`src/include/gpio_consts.svh`:
```
/*
 * GPIO peripheral constants
 * Widths of the switch/LED word and the Wishbone data bus,
 * register word offsets, debounce length, synchronizer depth
 */
`ifndef GPIO_CONSTS_SVH
`define GPIO_CONSTS_SVH

// Number of slider switches and LEDs
`define GPIO_W 16

// Wishbone data bus width
`define WB_DW 32

// Register word offsets within the peripheral
`define REG_LED      2'd0
`define REG_SW       2'd1
`define REG_IRQ_STAT 2'd2
`define REG_IRQ_EN   2'd3

// Cycles a new level must hold before the debounced bit follows
`define DB_CYCLES   8
// Flops in the switch synchronizer
`define SYNC_STAGES 2

`endif
```
`src/logic/gpio_pkg.sv`:
```
/*
 * GPIO peripheral types
 * Switch/LED word, register address enumeration,
 * packed Wishbone request and response
 */
`include "gpio_consts.svh"

package gpio_pkg;

   // One word of switch or LED bits
   typedef logic [`GPIO_W-1:0] io_word_t;

   // Register select by word address on the bus
   typedef enum logic [1:0] {
      ADR_LED      = `REG_LED,
      ADR_SW       = `REG_SW,
      ADR_IRQ_STAT = `REG_IRQ_STAT,
      ADR_IRQ_EN   = `REG_IRQ_EN
   } reg_addr_t;

   // Master to slave request of 37 bits
   typedef struct packed {
      logic              cyc;
      logic              stb;
      logic              we;
      reg_addr_t         adr;
      logic [`WB_DW-1:0] dat;
   } wb_req_t;

   // Slave to master response of 33 bits
   typedef struct packed {
      logic              ack;
      logic [`WB_DW-1:0] dat;
   } wb_rsp_t;

endpackage

```
`src/logic/gpio_top.sv`:
```
/*
 * Switch pipeline of synchronizer, debouncer and
 * Wishbone register stage, mapped to ports
 */

module gpio_top (
   input  logic               clk,
   input  logic               i_rst_n,
   input  gpio_pkg::wb_req_t  i_wb,
   output gpio_pkg::wb_rsp_t  o_wb,
   input  gpio_pkg::io_word_t i_sw,
   output gpio_pkg::io_word_t o_led,
   output logic               o_irq
);

   //************************************************
   // Stage links
   //************************************************
   // Synchronizer to debouncer
   gpio_pkg::io_word_t sw_sync;
   // Debouncer to register stage
   gpio_pkg::io_word_t sw_db;

   // Clock-domain boundary for the raw switches
   gpio_sync u_sync (
      .clk     (clk),
      .i_rst_n (i_rst_n),
      .i_sw    (i_sw),
      .o_sw    (sw_sync)
   );

   // Contact bounce filter
   gpio_debounce u_debounce (
      .clk     (clk),
      .i_rst_n (i_rst_n),
      .i_sw    (sw_sync),
      .o_sw    (sw_db)
   );

   // Bus-visible registers and interrupt
   gpio_regs u_regs (
      .clk     (clk),
      .i_rst_n (i_rst_n),
      .i_wb    (i_wb),
      .o_wb    (o_wb),
      .i_sw    (sw_db),
      .o_led   (o_led),
      .o_irq   (o_irq)
   );

endmodule

```
`src/logic/gpio_regs.sv`:
```
/*
 * Wishbone slave with LED, switch, interrupt status
 * and interrupt enable registers, interrupt output
 */
`include "gpio_consts.svh"

module gpio_regs (
   input  logic               clk,
   input  logic               i_rst_n,
   input  gpio_pkg::wb_req_t  i_wb,
   output gpio_pkg::wb_rsp_t  o_wb,
   input  gpio_pkg::io_word_t i_sw,
   output gpio_pkg::io_word_t o_led,
   output logic               o_irq
);

   //************************************************
   // Declarations
   //************************************************
   logic               ack_q;
   logic               req_new;
   logic               wr_en;
   logic [`WB_DW-1:0]  rdata_d;
   logic [`WB_DW-1:0]  rdata_q;
   gpio_pkg::io_word_t wr_word;
   gpio_pkg::io_word_t led_q;
   gpio_pkg::io_word_t sw_prev_q;
   gpio_pkg::io_word_t stat_q;
   gpio_pkg::io_word_t en_q;
   gpio_pkg::io_word_t sw_chg;
   gpio_pkg::io_word_t stat_clr;

   //************************************************
   // Bus handshake
   //************************************************
   // New request gated by last ack so a held strobe acks once
   assign req_new = i_wb.cyc & i_wb.stb & ~ack_q;
   assign wr_en   = req_new & i_wb.we;
   // Only the low bits carry register data
   assign wr_word = i_wb.dat[`GPIO_W-1:0];

   always_ff @(posedge clk or negedge i_rst_n) begin
      if (!i_rst_n) begin
         ack_q <= 1'b0;
      end else begin
         ack_q <= req_new;
      end
   end

   //************************************************
   // Register file
   //************************************************
   // Bits that moved since last cycle
   assign sw_chg = i_sw ^ sw_prev_q;

   // Write-one-to-clear on the status word
   assign stat_clr = (wr_en && (i_wb.adr == gpio_pkg::ADR_IRQ_STAT)) ? wr_word : '0;

   always_ff @(posedge clk or negedge i_rst_n) begin
      if (!i_rst_n) begin
         led_q     <= '0;
         sw_prev_q <= '0;
         stat_q    <= '0;
         en_q      <= '0;
      end else begin
         sw_prev_q <= i_sw;
         // New change wins over a clear of the same bit
         stat_q    <= (stat_q & ~stat_clr) | sw_chg;
         if (wr_en) begin
            case (i_wb.adr)
               gpio_pkg::ADR_LED:    led_q <= wr_word;
               gpio_pkg::ADR_IRQ_EN: en_q  <= wr_word;
               // Switch word is read-only and status is handled above
               default: ;
            endcase
         end
      end
   end

   //************************************************
   // Read path
   //************************************************
   always_comb begin
      rdata_d = '0;
      case (i_wb.adr)
         gpio_pkg::ADR_LED:      rdata_d = `WB_DW'(led_q);
         gpio_pkg::ADR_SW:       rdata_d = `WB_DW'(i_sw);
         gpio_pkg::ADR_IRQ_STAT: rdata_d = `WB_DW'(stat_q);
         gpio_pkg::ADR_IRQ_EN:   rdata_d = `WB_DW'(en_q);
         default:                rdata_d = '0;
      endcase
   end

   // Captured with the request and presented during ack
   always_ff @(posedge clk) begin
      if (req_new) begin
         rdata_q <= rdata_d;
      end
   end

   //************************************************
   // Outputs
   //************************************************
   assign o_wb  = '{ack: ack_q, dat: rdata_q};
   assign o_led = led_q;
   // Any enabled pending bit
   assign o_irq = |(stat_q & en_q);

   //************************************************
   // Checks
   //************************************************
   // One ack per request and never back to back
   a_ack_single: assert property (
      @(posedge clk) disable iff (!i_rst_n)
      ack_q |=> !ack_q
   );

   // Ack answers a strobe seen the cycle before
   a_ack_after_req: assert property (
      @(posedge clk) disable iff (!i_rst_n)
      ack_q |-> $past(i_wb.cyc && i_wb.stb)
   );

endmodule

```
`src/logic/gpio_debounce.sv`:
```
/*
 * Per-bit stability counters, debounced switch word,
 * check on when a debounced bit may flip
 */
`include "gpio_consts.svh"

module gpio_debounce (
   input  logic               clk,
   input  logic               i_rst_n,
   input  gpio_pkg::io_word_t i_sw,
   output gpio_pkg::io_word_t o_sw
);

   // Counter must be able to hold DB_CYCLES itself
   localparam int CNT_W = $clog2(`DB_CYCLES + 1);

   //************************************************
   // State
   //************************************************
   // Stored debounced level
   gpio_pkg::io_word_t db_q;
   // Cycles the input has differed for each bit
   logic [CNT_W-1:0]   cnt_q [`GPIO_W];

   //************************************************
   // Counters and debounced bits
   //************************************************
   always_ff @(posedge clk or negedge i_rst_n) begin
      if (!i_rst_n) begin
         db_q <= '0;
         for (int b = 0; b < `GPIO_W; b++) begin
            cnt_q[b] <= '0;
         end
      end else begin
         for (int b = 0; b < `GPIO_W; b++) begin
            if (i_sw[b] == db_q[b]) begin
               // Input agrees again so the glitch is forgotten
               cnt_q[b] <= '0;
            end else if (cnt_q[b] == CNT_W'(`DB_CYCLES)) begin
               // Take the new level once held long enough
               db_q[b]  <= i_sw[b];
               cnt_q[b] <= '0;
            end else begin
               cnt_q[b] <= cnt_q[b] + 1'b1;
            end
         end
      end
   end

   assign o_sw = db_q;

   //************************************************
   // Checks
   //************************************************
   for (genvar g = 0; g < `GPIO_W; g++) begin : g_db_chk
      // A flip needs a full stability run beforehand
      a_flip_after_run: assert property (
         @(posedge clk) disable iff (!i_rst_n)
         $changed(db_q[g]) |-> ($past(cnt_q[g]) == CNT_W'(`DB_CYCLES))
      );
   end

endmodule

```
`src/logic/gpio_sync.sv`:
```
/*
 * Multi-flop synchronizer for the raw slider switches
 */
`include "gpio_consts.svh"

module gpio_sync (
   input  logic               clk,
   input  logic               i_rst_n,
   input  gpio_pkg::io_word_t i_sw,
   output gpio_pkg::io_word_t o_sw
);

   //************************************************
   // Flop chain with one word per stage
   //************************************************
   gpio_pkg::io_word_t sync_q [`SYNC_STAGES];

   always_ff @(posedge clk or negedge i_rst_n) begin
      if (!i_rst_n) begin
         for (int s = 0; s < `SYNC_STAGES; s++) begin
            sync_q[s] <= '0;
         end
      end else begin
         // First stage may go metastable
         sync_q[0] <= i_sw;
         // Remaining stages settle it
         for (int s = 1; s < `SYNC_STAGES; s++) begin
            sync_q[s] <= sync_q[s-1];
         end
      end
   end

   // Last stage is safe to use in this domain
   assign o_sw = sync_q[`SYNC_STAGES-1];

endmodule

```
`config.mk`:
```
export PLATFORM = sky130hd
export DESIGN_NAME = gpio_top
export DESIGN_NICKNAME = d
export VERILOG_FILES = /design/src/logic/gpio_pkg.sv /design/src/logic/gpio_top.sv /design/src/logic/gpio_regs.sv /design/src/logic/gpio_debounce.sv /design/src/logic/gpio_sync.sv
export VERILOG_INCLUDE_DIRS = /design/src /design/src/include
export SDC_FILE = /design/constraint.sdc
export NUM_CORES = 1
export LEC_CHECK = 0
export BUFFER_PORTS_ARGS = -buffer_cell sky130_fd_sc_hd__buf_2
export CORE_UTILIZATION = 52
export CTS_CLUSTER_DIAMETER = 30
export DETAILED_ROUTE_END_ITERATION = 12
export GPL_ROUTABILITY_DRIVEN = 0
export GPL_TIMING_DRIVEN = 1
export HOLD_SLACK_MARGIN = 0.12
export PLACE_DENSITY = 0.8
export SLEW_MARGIN = 0
export SYNTH_ARGS = -nofsm -noshare
export SYNTH_HDL_FRONTEND = slang
export SYNTH_SLANG_ARGS = --single-unit
```
`constraint.sdc`:
```
create_clock -name clk -period 1.47 [get_ports clk]
set_input_delay 0.441 -clock clk [delete_from_list [all_inputs] [get_ports clk]]
set_output_delay 0.441 -clock clk [all_outputs]
set_load 0.005 [all_outputs]
```
Word level (Yosys, flattened, before mapping)
Cells that the tools add are included.
- output and inout bits: 50
- logic and storage cells: 171
- bits of input ports: 55
- register bits: 209
- add/subtract/negate cells: 16
- equal/unequal tests: 35
- bitwise gates (word level): 25
- mux-type cells: 34
- reductions and logical operators: 21
- operators with widths (kind ; number):
    $mux 4 ; 32
    $pmux 32 s4 ; 1
    $add 4x1->4 const B ; 16
    $eq 4x4->1 const B ; 16
    $reduce_and 2->1 ; 18
    $and 16x16->16 ; 2
    $not 1->1 ; 17
    $eq 1x1->1 ; 16
    $mux 16 ; 1
    $not 16->16 ; 1
    $or 16x16->16 ; 1
    $reduce_or 16->1 ; 1
    $xor 16x16->16 ; 1
    $eq 2x2->1 const B ; 2
    $and 1x1->1 ; 3
    $eq 2x1->1 const B ; 1
    $logic_not 2->1 ; 1
    $logic_and 1x1->1 ; 1

Longest topological paths before layout
Gate-level depths: netlist of the first run.
- depth in word-level cells: 8
- depth in mapped cells: 5
- depth with buffers taken out: 5

Hierarchy
Synthesis of the first run repeated with hierarchy kept, for this count alone.
- cell total of the unflattened synthesis: 647
- area total of the unflattened synthesis: 8439.3 um^2
- by module, submodules not included (module ; seq. area each (um^2) ; times used ; area an instance (um^2) ; cells each):
    gpio_debounce ; 2001.9 ; 1 ; 3966.3 ; 379
    gpio_regs ; 2107.0 ; 1 ; 3552.2 ; 220
    gpio_sync ; 800.8 ; 1 ; 920.9 ; 48

Worst setup path before layout of the first run
OpenSTA, ideal clock, no wires.
- path kind: input -> register
- start: input i_wb[33] (netlist bit)
- end: register u_regs.led_q[10], in the netlist u_regs.o_led[10]
- library setup time: 0.125 ns
- data arrival time: 1.534 ns
- cell stages on the path: 5
- data required time: 1.345 ns
- path buffers: 3
- path slack: -0.189 ns
- cell sequence: buf_4 > or3_1 > buf_6 > buf_6 > mux2_4
- longest elaborated chain between the ends: 2
- RTL lines (element ; RTL line ; RTL):
    start, declared ; gpio_top.sv:9 ; input gpio_pkg::wb_req_t i_wb,
    $logic_not 2->1 ; gpio_regs.sv:70 ; case (i_wb.adr)
    $reduce_and 2->1 (no line) ; -- ;
    end signal, assigned ; gpio_regs.sv:71 ; gpio_pkg::ADR_LED: led_q <= wr_word;
    end, declared ; gpio_regs.sv:26 ; gpio_pkg::io_word_t led_q;
Every way passes these cells.
A chain may end at the register's enable or synchronous reset.

Final worst setup path of the first run
- start: register u_regs.stat_q[9]
- end: output o_irq
- longest elaborated chain between the ends: 2
- RTL lines (element ; RTL line ; RTL):
    start, declared ; gpio_regs.sv:28 ; gpio_pkg::io_word_t stat_q;
    start signal, assigned ; gpio_regs.sv:68 ; stat_q <= (stat_q & ~stat_clr) | sw_chg;
    $and 16x16->16 ; gpio_regs.sv:107 ; assign o_irq = |(stat_q & en_q);
    $reduce_or 16->1 ; gpio_regs.sv:107 ;
    end, declared ; gpio_top.sv:13 ; output logic o_irq
Every way passes these cells.

==> results of run 1 <==
==> sequential cells by signal (all words and copies together), names as in the netlist <==
signal,count
u_sync.sync_q,16
u_regs.stat_q,16
u_sync.o_sw,16
u_regs.ack_q,1
u_debounce.o_sw,16
u_regs.sw_prev_q,16
u_debounce.cnt_q,64
u_regs.rdata_q,16
u_regs.en_q,16
u_regs.o_led,16
==> synthesized netlist by cell type, types with 16 or more instances <==
cell type,n
inv_1,32
xor2_1,36
ha_1,32
nor2_1,33
mux2i_1,16
xnor2_1,16
edfxtp_1,16
nand2_1,34
nor2b_1,32
dfrtp_1,177
o21ai_0,16
mux2_2,38
buf_4,18
mux4_2,16
a21oi_1,20
==> final timing paths <==
| kind | startpoint | end | cells past startpoint |
|---|---|---|---|
| min in group asynchronous | i_rst_n | u_debounce.cnt_q[31] | 2 |
| setup reg to reg | u_regs.ack_q | u_regs.stat_q[2] | 4 |
| hold / removal | i_sw[13] | u_sync.sync_q[29] | 1 |
| max in group asynchronous | i_rst_n | u_debounce.cnt_q[49] | 3 |
| setup / recovery | u_regs.stat_q[9] | o_irq | 4 |
| hold reg to reg | u_sync.sync_q[20] | u_sync.o_sw[4] | 0 |
==> worst register-to-register path, delay by kind of cell, from the launching register on <==
family	cells	cell delay [ns]
buffers and inverters	1	0.17
AO/OA/AOI/OAI	1	0.29
flip-flops	1	0.39
AND/OR/NAND/NOR	2	0.68
==> layout by cell type, fill, tap and decap left out, types with 7 or more instances in the layout <==
cell	synthesis	layout
nor2_1	33	31
nor2b_1	32	32
or4b_2	12	11
dfrtp_1	177	177
ha_1	32	22
mux2_2	38	22
mux2_4	10	26
buf_12	0	8
a211o_1	10	10
buf_4	18	68
inv_1	32	30
xnor2_1	16	15
mux4_2	16	16
nand2b_1	12	12
dlygate4sd3_1	0	16
nand2_1	34	34
o21ai_0	16	11
nand3b_1	12	12
a21oi_1	20	20
buf_2	2	71
clkbuf_16	0	17
mux2i_1	16	16
conb_1	1	16
xor2_1	36	36
edfxtp_1	16	16
ha_2	0	10
clkinvlp_4	0	7
==> repair_timing <==
item / in CTS / in global routing
resized for setup: 14 / 43
hold endpoints to repair: 41 / 0
endpoints found under the setup margin: 39 / 66
setup buffers: 10 / 14
hold buffers: 16 / 0
pin swaps: 4 / 2
cloned: 1 / 0
==> layer usage <==
layer	vias up	global-route usage, %	part of all wire, %
met3	34	7.060	4.8
met5	-	0	0.069
met4	2	9.896	2.6
met2	119	37.73	52
met1	2755	24.97	41
li1	2487	-	-
==> report_power, final <==
part / switching, uW / internal, uW
registers: 720 / 6250
logic: 1470 / 1830
clock network: 2020 / 2220
total: 4220 / 10300
==> through the flow <==
stage                     std cells  utilization, %  area, um2  TNS [ns]  hold slack [ns]
after floorplan                 639               -       8511    -4.760           0.1454
after global placement          960           59.68       9445    -10.30           0.3322
after detailed placement        960           59.68       9445    -11.84           0.3358
after CTS                      1019           65.16      10310    -4.542           0.1388
after global routing           1034           66.66      10550    -6.340           0.1222
final                          1035           66.68      10550    -4.209           0.1531
==> cell families after synthesis <==
| kind of cell | share of synthesized area, % |
|---|---|
| xor gates and xnor gates | 5.406 |
| AOI/OAI and AO/OA | 4.723 |
| muxes | 13.04 |
| buffers and inverters | 3.862 |
| other | 0.04451 |
| adders and majority gates | 4.753 |
| and+or+nand+nor | 9.892 |
| DFF | 58.28 |
==> area by class of cell <==
class	count	share of cell area (%)
well taps	216	2.561
clock inverters	14	1.043
flip-flops and latches	193	46.52
clock buffers	18	4.161
inverters	32	1.138
diodes	2	0.04742
repair buffers	172	12.42
multi-input cells	388	32.10
==> impl_metrics.ini, run 1 <==
[grt]
grt_pass1_wl_um = 27540
gr-usage-all-layers_pct = 21.93
grt_start_max_net_pins = 43
grt_pass1_vias = 5751
grt-ovfl-total = 0
antenna_found_initial = 2

[pwr]
p_per_area_nw_per_um2 = 1375
irDropWorstVdd_mv = 0.9660
finalPower_uw = 14510
p_leak_uw = 0.004920

[synthesis]
avgSynthCellArea_um2 = 13.50
netlist.area_leader.share_pct = 52.58
ys_seq_elements = 193
synth_edf_count = 16
synth_cell_types = 34
synth_area_leaders = dfrtp_1 53%, edfxtp_1 5.7%, mux2_2 5.1%
yosys.area.top_type = dfrtp_1
postSynth.asyncResetShare_pct = 91.71
synth_flop_cell = dfrtp_1
syn_inst = 624
ys_seq_area_share_pct = 58.28
ys_warn_count = 0
syn_area_um2 = 8424

[sta]
post-route-period-util_pct = 138.1
setup_viol = 41
setup_ws_ns = -0.5607
hold_viol_final = 0
rsz0062_at_grt = yes
slew_viol_final = 0
fmax_ghz = 0.4924
timing.clock.skew_ns = 0.01330
period_minus_slack_ns = 2.031

[layout]
multiInputGateArea_um2 = 3388
register_area_um2 = 4910
syn2layout_area_growth_pct = 25.28
layout-drive-gt1-share_pct = 35.99
fin_nets = 891
fill_cells = 1097

[die]
start_util_pct = 53.23
die_h_um = 129.3
dieArea_um2 = 16710
num_io_pins = 105
row_count = 46
die_x_um = 129.3
core_um2 = 15830

[route]
drt_first_pass_iters = 4
wirelength_um = 17350
vias = 5397
drtIter0Drc = 275
viasPerCell = 5.214
postRouteAntennaNets = 0
drc = 0
routedWlPerCell_um = 16.76

[critical_path]
path_buf_inv = 1
worstSetupEndpointType = primary output
crit_type = flop to primary output
r2r_slack_ns = -0.16
critPathMaxStageDelay_ns = 0.38
worst_path_max_delay_cell = dfrtp_1
cp_cell_sequence = a22o_1 -> a221oi_2 -> nand4_1 -> buf_2
worstSetupStartpointType = flop
critPathRequiredTime_ns = 1.03
cp_top_family = compound AO/OA/AOI/OAI gates
path_max_fanout = 2
arrival_ns = 1.59

[clock_network]
cts.clk_slew.worst_paths_ns = 0.07
clock-sinks = 193
clkLatencyLatePin_ns = 0.43
cts_buffers = 17
cts.htree.levels = 4
cts_root_buffer = clkbuf_16
max-clock-path-buffers = 2
tritoncts = built

[run]
cap_violations = 0

[status]
run_status = finished, violations left
violations = negative setup slack

[min_path]
worstHoldPathType = input port to flop

[placement]
hpwl_um = 11980
dp_slack_ns = -0.3089
io_buffers = 72
(Power assumes the default switching activity.)
==> run 2: changes to the inputs <==
Settings changed: CORE_MARGIN from default to 8.
==> run 2 against run 1 <==
  * The flow still finishes with violations (negative setup slack)
  * Die area is 23% higher
  * Largest cell class unchanged
  * Worst hold slack got worse by 0.0021 ns
  * Total power rose by 2.8%
  * Critical endpoint unchanged
  * Register-to-register slack improved by 0.04 ns
  * Wire length is 5.3% higher
  * Critical path type unchanged
  * Global-route usage decreased by 3.7 points
  * Largest power group unchanged
==> impl_metrics.ini, run 2 (synthesis results as in run 1) <==
[die]
num_io_pins = 105
die_x_um = 143.3
core_um2 = 15890
row_count = 46
start_util_pct = 53.03
dieArea_um2 = 20530
die_h_um = 143.3

[status]
run_status = finished, violations left
violations = negative setup slack

[clock_network]
clock-sinks = 193
tritoncts = built
cts_buffers = 17
cts.htree.levels = 4
cts.clk_slew.worst_paths_ns = 0.07
clkLatencyLatePin_ns = 0.43
max-clock-path-buffers = 2
cts_root_buffer = clkbuf_16

[sta]
hold_viol_final = 0
timing.clock.skew_ns = 0.009422
rsz0062_at_grt = yes
period_minus_slack_ns = 2.109
post-route-period-util_pct = 143.4
setup_ws_ns = -0.6385
setup_viol = 36
slew_viol_final = 0
fmax_ghz = 0.4743

[route]
drtIter0Drc = 302
vias = 5359
viasPerCell = 5.208
postRouteAntennaNets = 0
wirelength_um = 18280
routedWlPerCell_um = 17.76
drc = 0
drt_first_pass_iters = 4

[pwr]
switching_share_pct = 27.74
p_leak_uw = 0.004940
irDropWorstVdd_mv = 0.9850
power.share.combinational_pct = 22.5
power_switching_uw = 4138
clockPowerShare_pct = 30.8
seqPwrFrac_pct = 46.7
p_int_uw = 10780
p_per_area_nw_per_um2 = 1412

[layout]
syn2layout_area_growth_pct = 25.44
layout-drive-gt1-share_pct = 36.04
final_common_cell = dfrtp_1
final_cells = 1029
largest-register = u_debounce.cnt_q
fin_nets = 887
final_cell_mix = 177 x dfrtp_1, 70 x buf_2, 66 x buf_4
diodes = 0
largest_register_ffs = 64

[grt]
grt-ovfl-total = 0
groute.layer.met2.usage_pct = 31.47
antenna_found_initial = 1
grt_use_met1_pct = 20.86
use_met3_pct = 6.010
grt-busiest-layer = met2
gr-usage-all-layers_pct = 18.19
grt_pass1_wl_um = 28860
grt_start_max_net_pins = 39
grt_pass1_vias = 5774

[critical_path]
path_max_fanout = 2
crit_type = flop to primary output
worstSetupStartpointType = flop
arrival_ns = 1.67
worstSetupEndpointType = primary output
critPathRequiredTime_ns = 1.03

[min_path]
worstHoldPathType = input port to flop

[run]
cap_violations = 0

[placement]
dp_slack_ns = -0.3145
dp.cells = 961
hpwl_um = 12540
io_buffers = 72
[run 2: cell type report]
class	instances	area [um2]
sequential	193	4910
tap	216	270.3
fill	1134	5318
inverter	32	120.1
multi-input combinational	388	3417
timing repair buffer	168	1257
clock inverter	9	103.9
clock buffer	23	489.2
[run 2: timing repair]
item	4_1_cts	5_1_grt
hold endpoints to repair	43	0
pin swaps	4	5
setup endpoints to repair	41	63
gates resized for setup	10	54
hold buffers	15	0
setup buffers	10	11
[run 2: worst paths after layout]
check	cells after the start	to	startpoint	slack (ns)
setup / recovery	4	o_irq	u_regs.en_q[9]	-0.64
hold / removal	1	u_sync.sync_q[21]	i_sw[5]	0.15
setup reg to reg	4	u_regs.stat_q[3]	u_regs.ack_q	-0.12
hold reg to reg	0	u_sync.o_sw[12]	u_sync.sync_q[28]	0.35
max in group asynchronous	3	u_debounce.cnt_q[33]	i_rst_n	0.41
min in group asynchronous	2	u_debounce.cnt_q[30]	i_rst_n	0.49
[run 2: routing by layer]
layer	share of wire, %	wire [um]
met1	39	7134
met3	6.3	1145
met2	53	9681
met4	1.7	302
met5	0.060	11
[run 2: metrics by stage]
stage / util [%] / setup TNS [ns] / hold WS (ns) / power (uW) / area, um2
6_report: 66.52 / -3.333 / 0.1510 / 14920 / 10570
5_1_grt: 66.52 / -5.501 / 0.1226 / 15690 / 10570
4_1_cts: 65.03 / -3.960 / 0.1384 / 14740 / 10330
3_5_place_dp: 59.59 / -11.73 / 0.3358 / 9963 / 9465
3_3_place_gp: 59.59 / -11.01 / 0.3314 / 9610 / 9465
2_1_floorplan: - / -4.760 / 0.1454 / 8766 / 8511
[run 2: power by group through the flow]
stage	clock network, uW	logic (uW)	registers [uW]
3_3_place_gp	0	2670	6940
6_report	4590	3360	6970
3_5_place_dp	0	2920	7040
2_1_floorplan	0	1850	6920
5_1_grt	4890	3720	7070
4_1_cts	4660	3120	6950
[run 2: critical path, stage by stage (launching register included)]
cell and delay (ns):
dfrtp_1 0.38, a22o_1 0.26, a221oi_2 0.23, nand4_1 0.19, buf_2 0.17
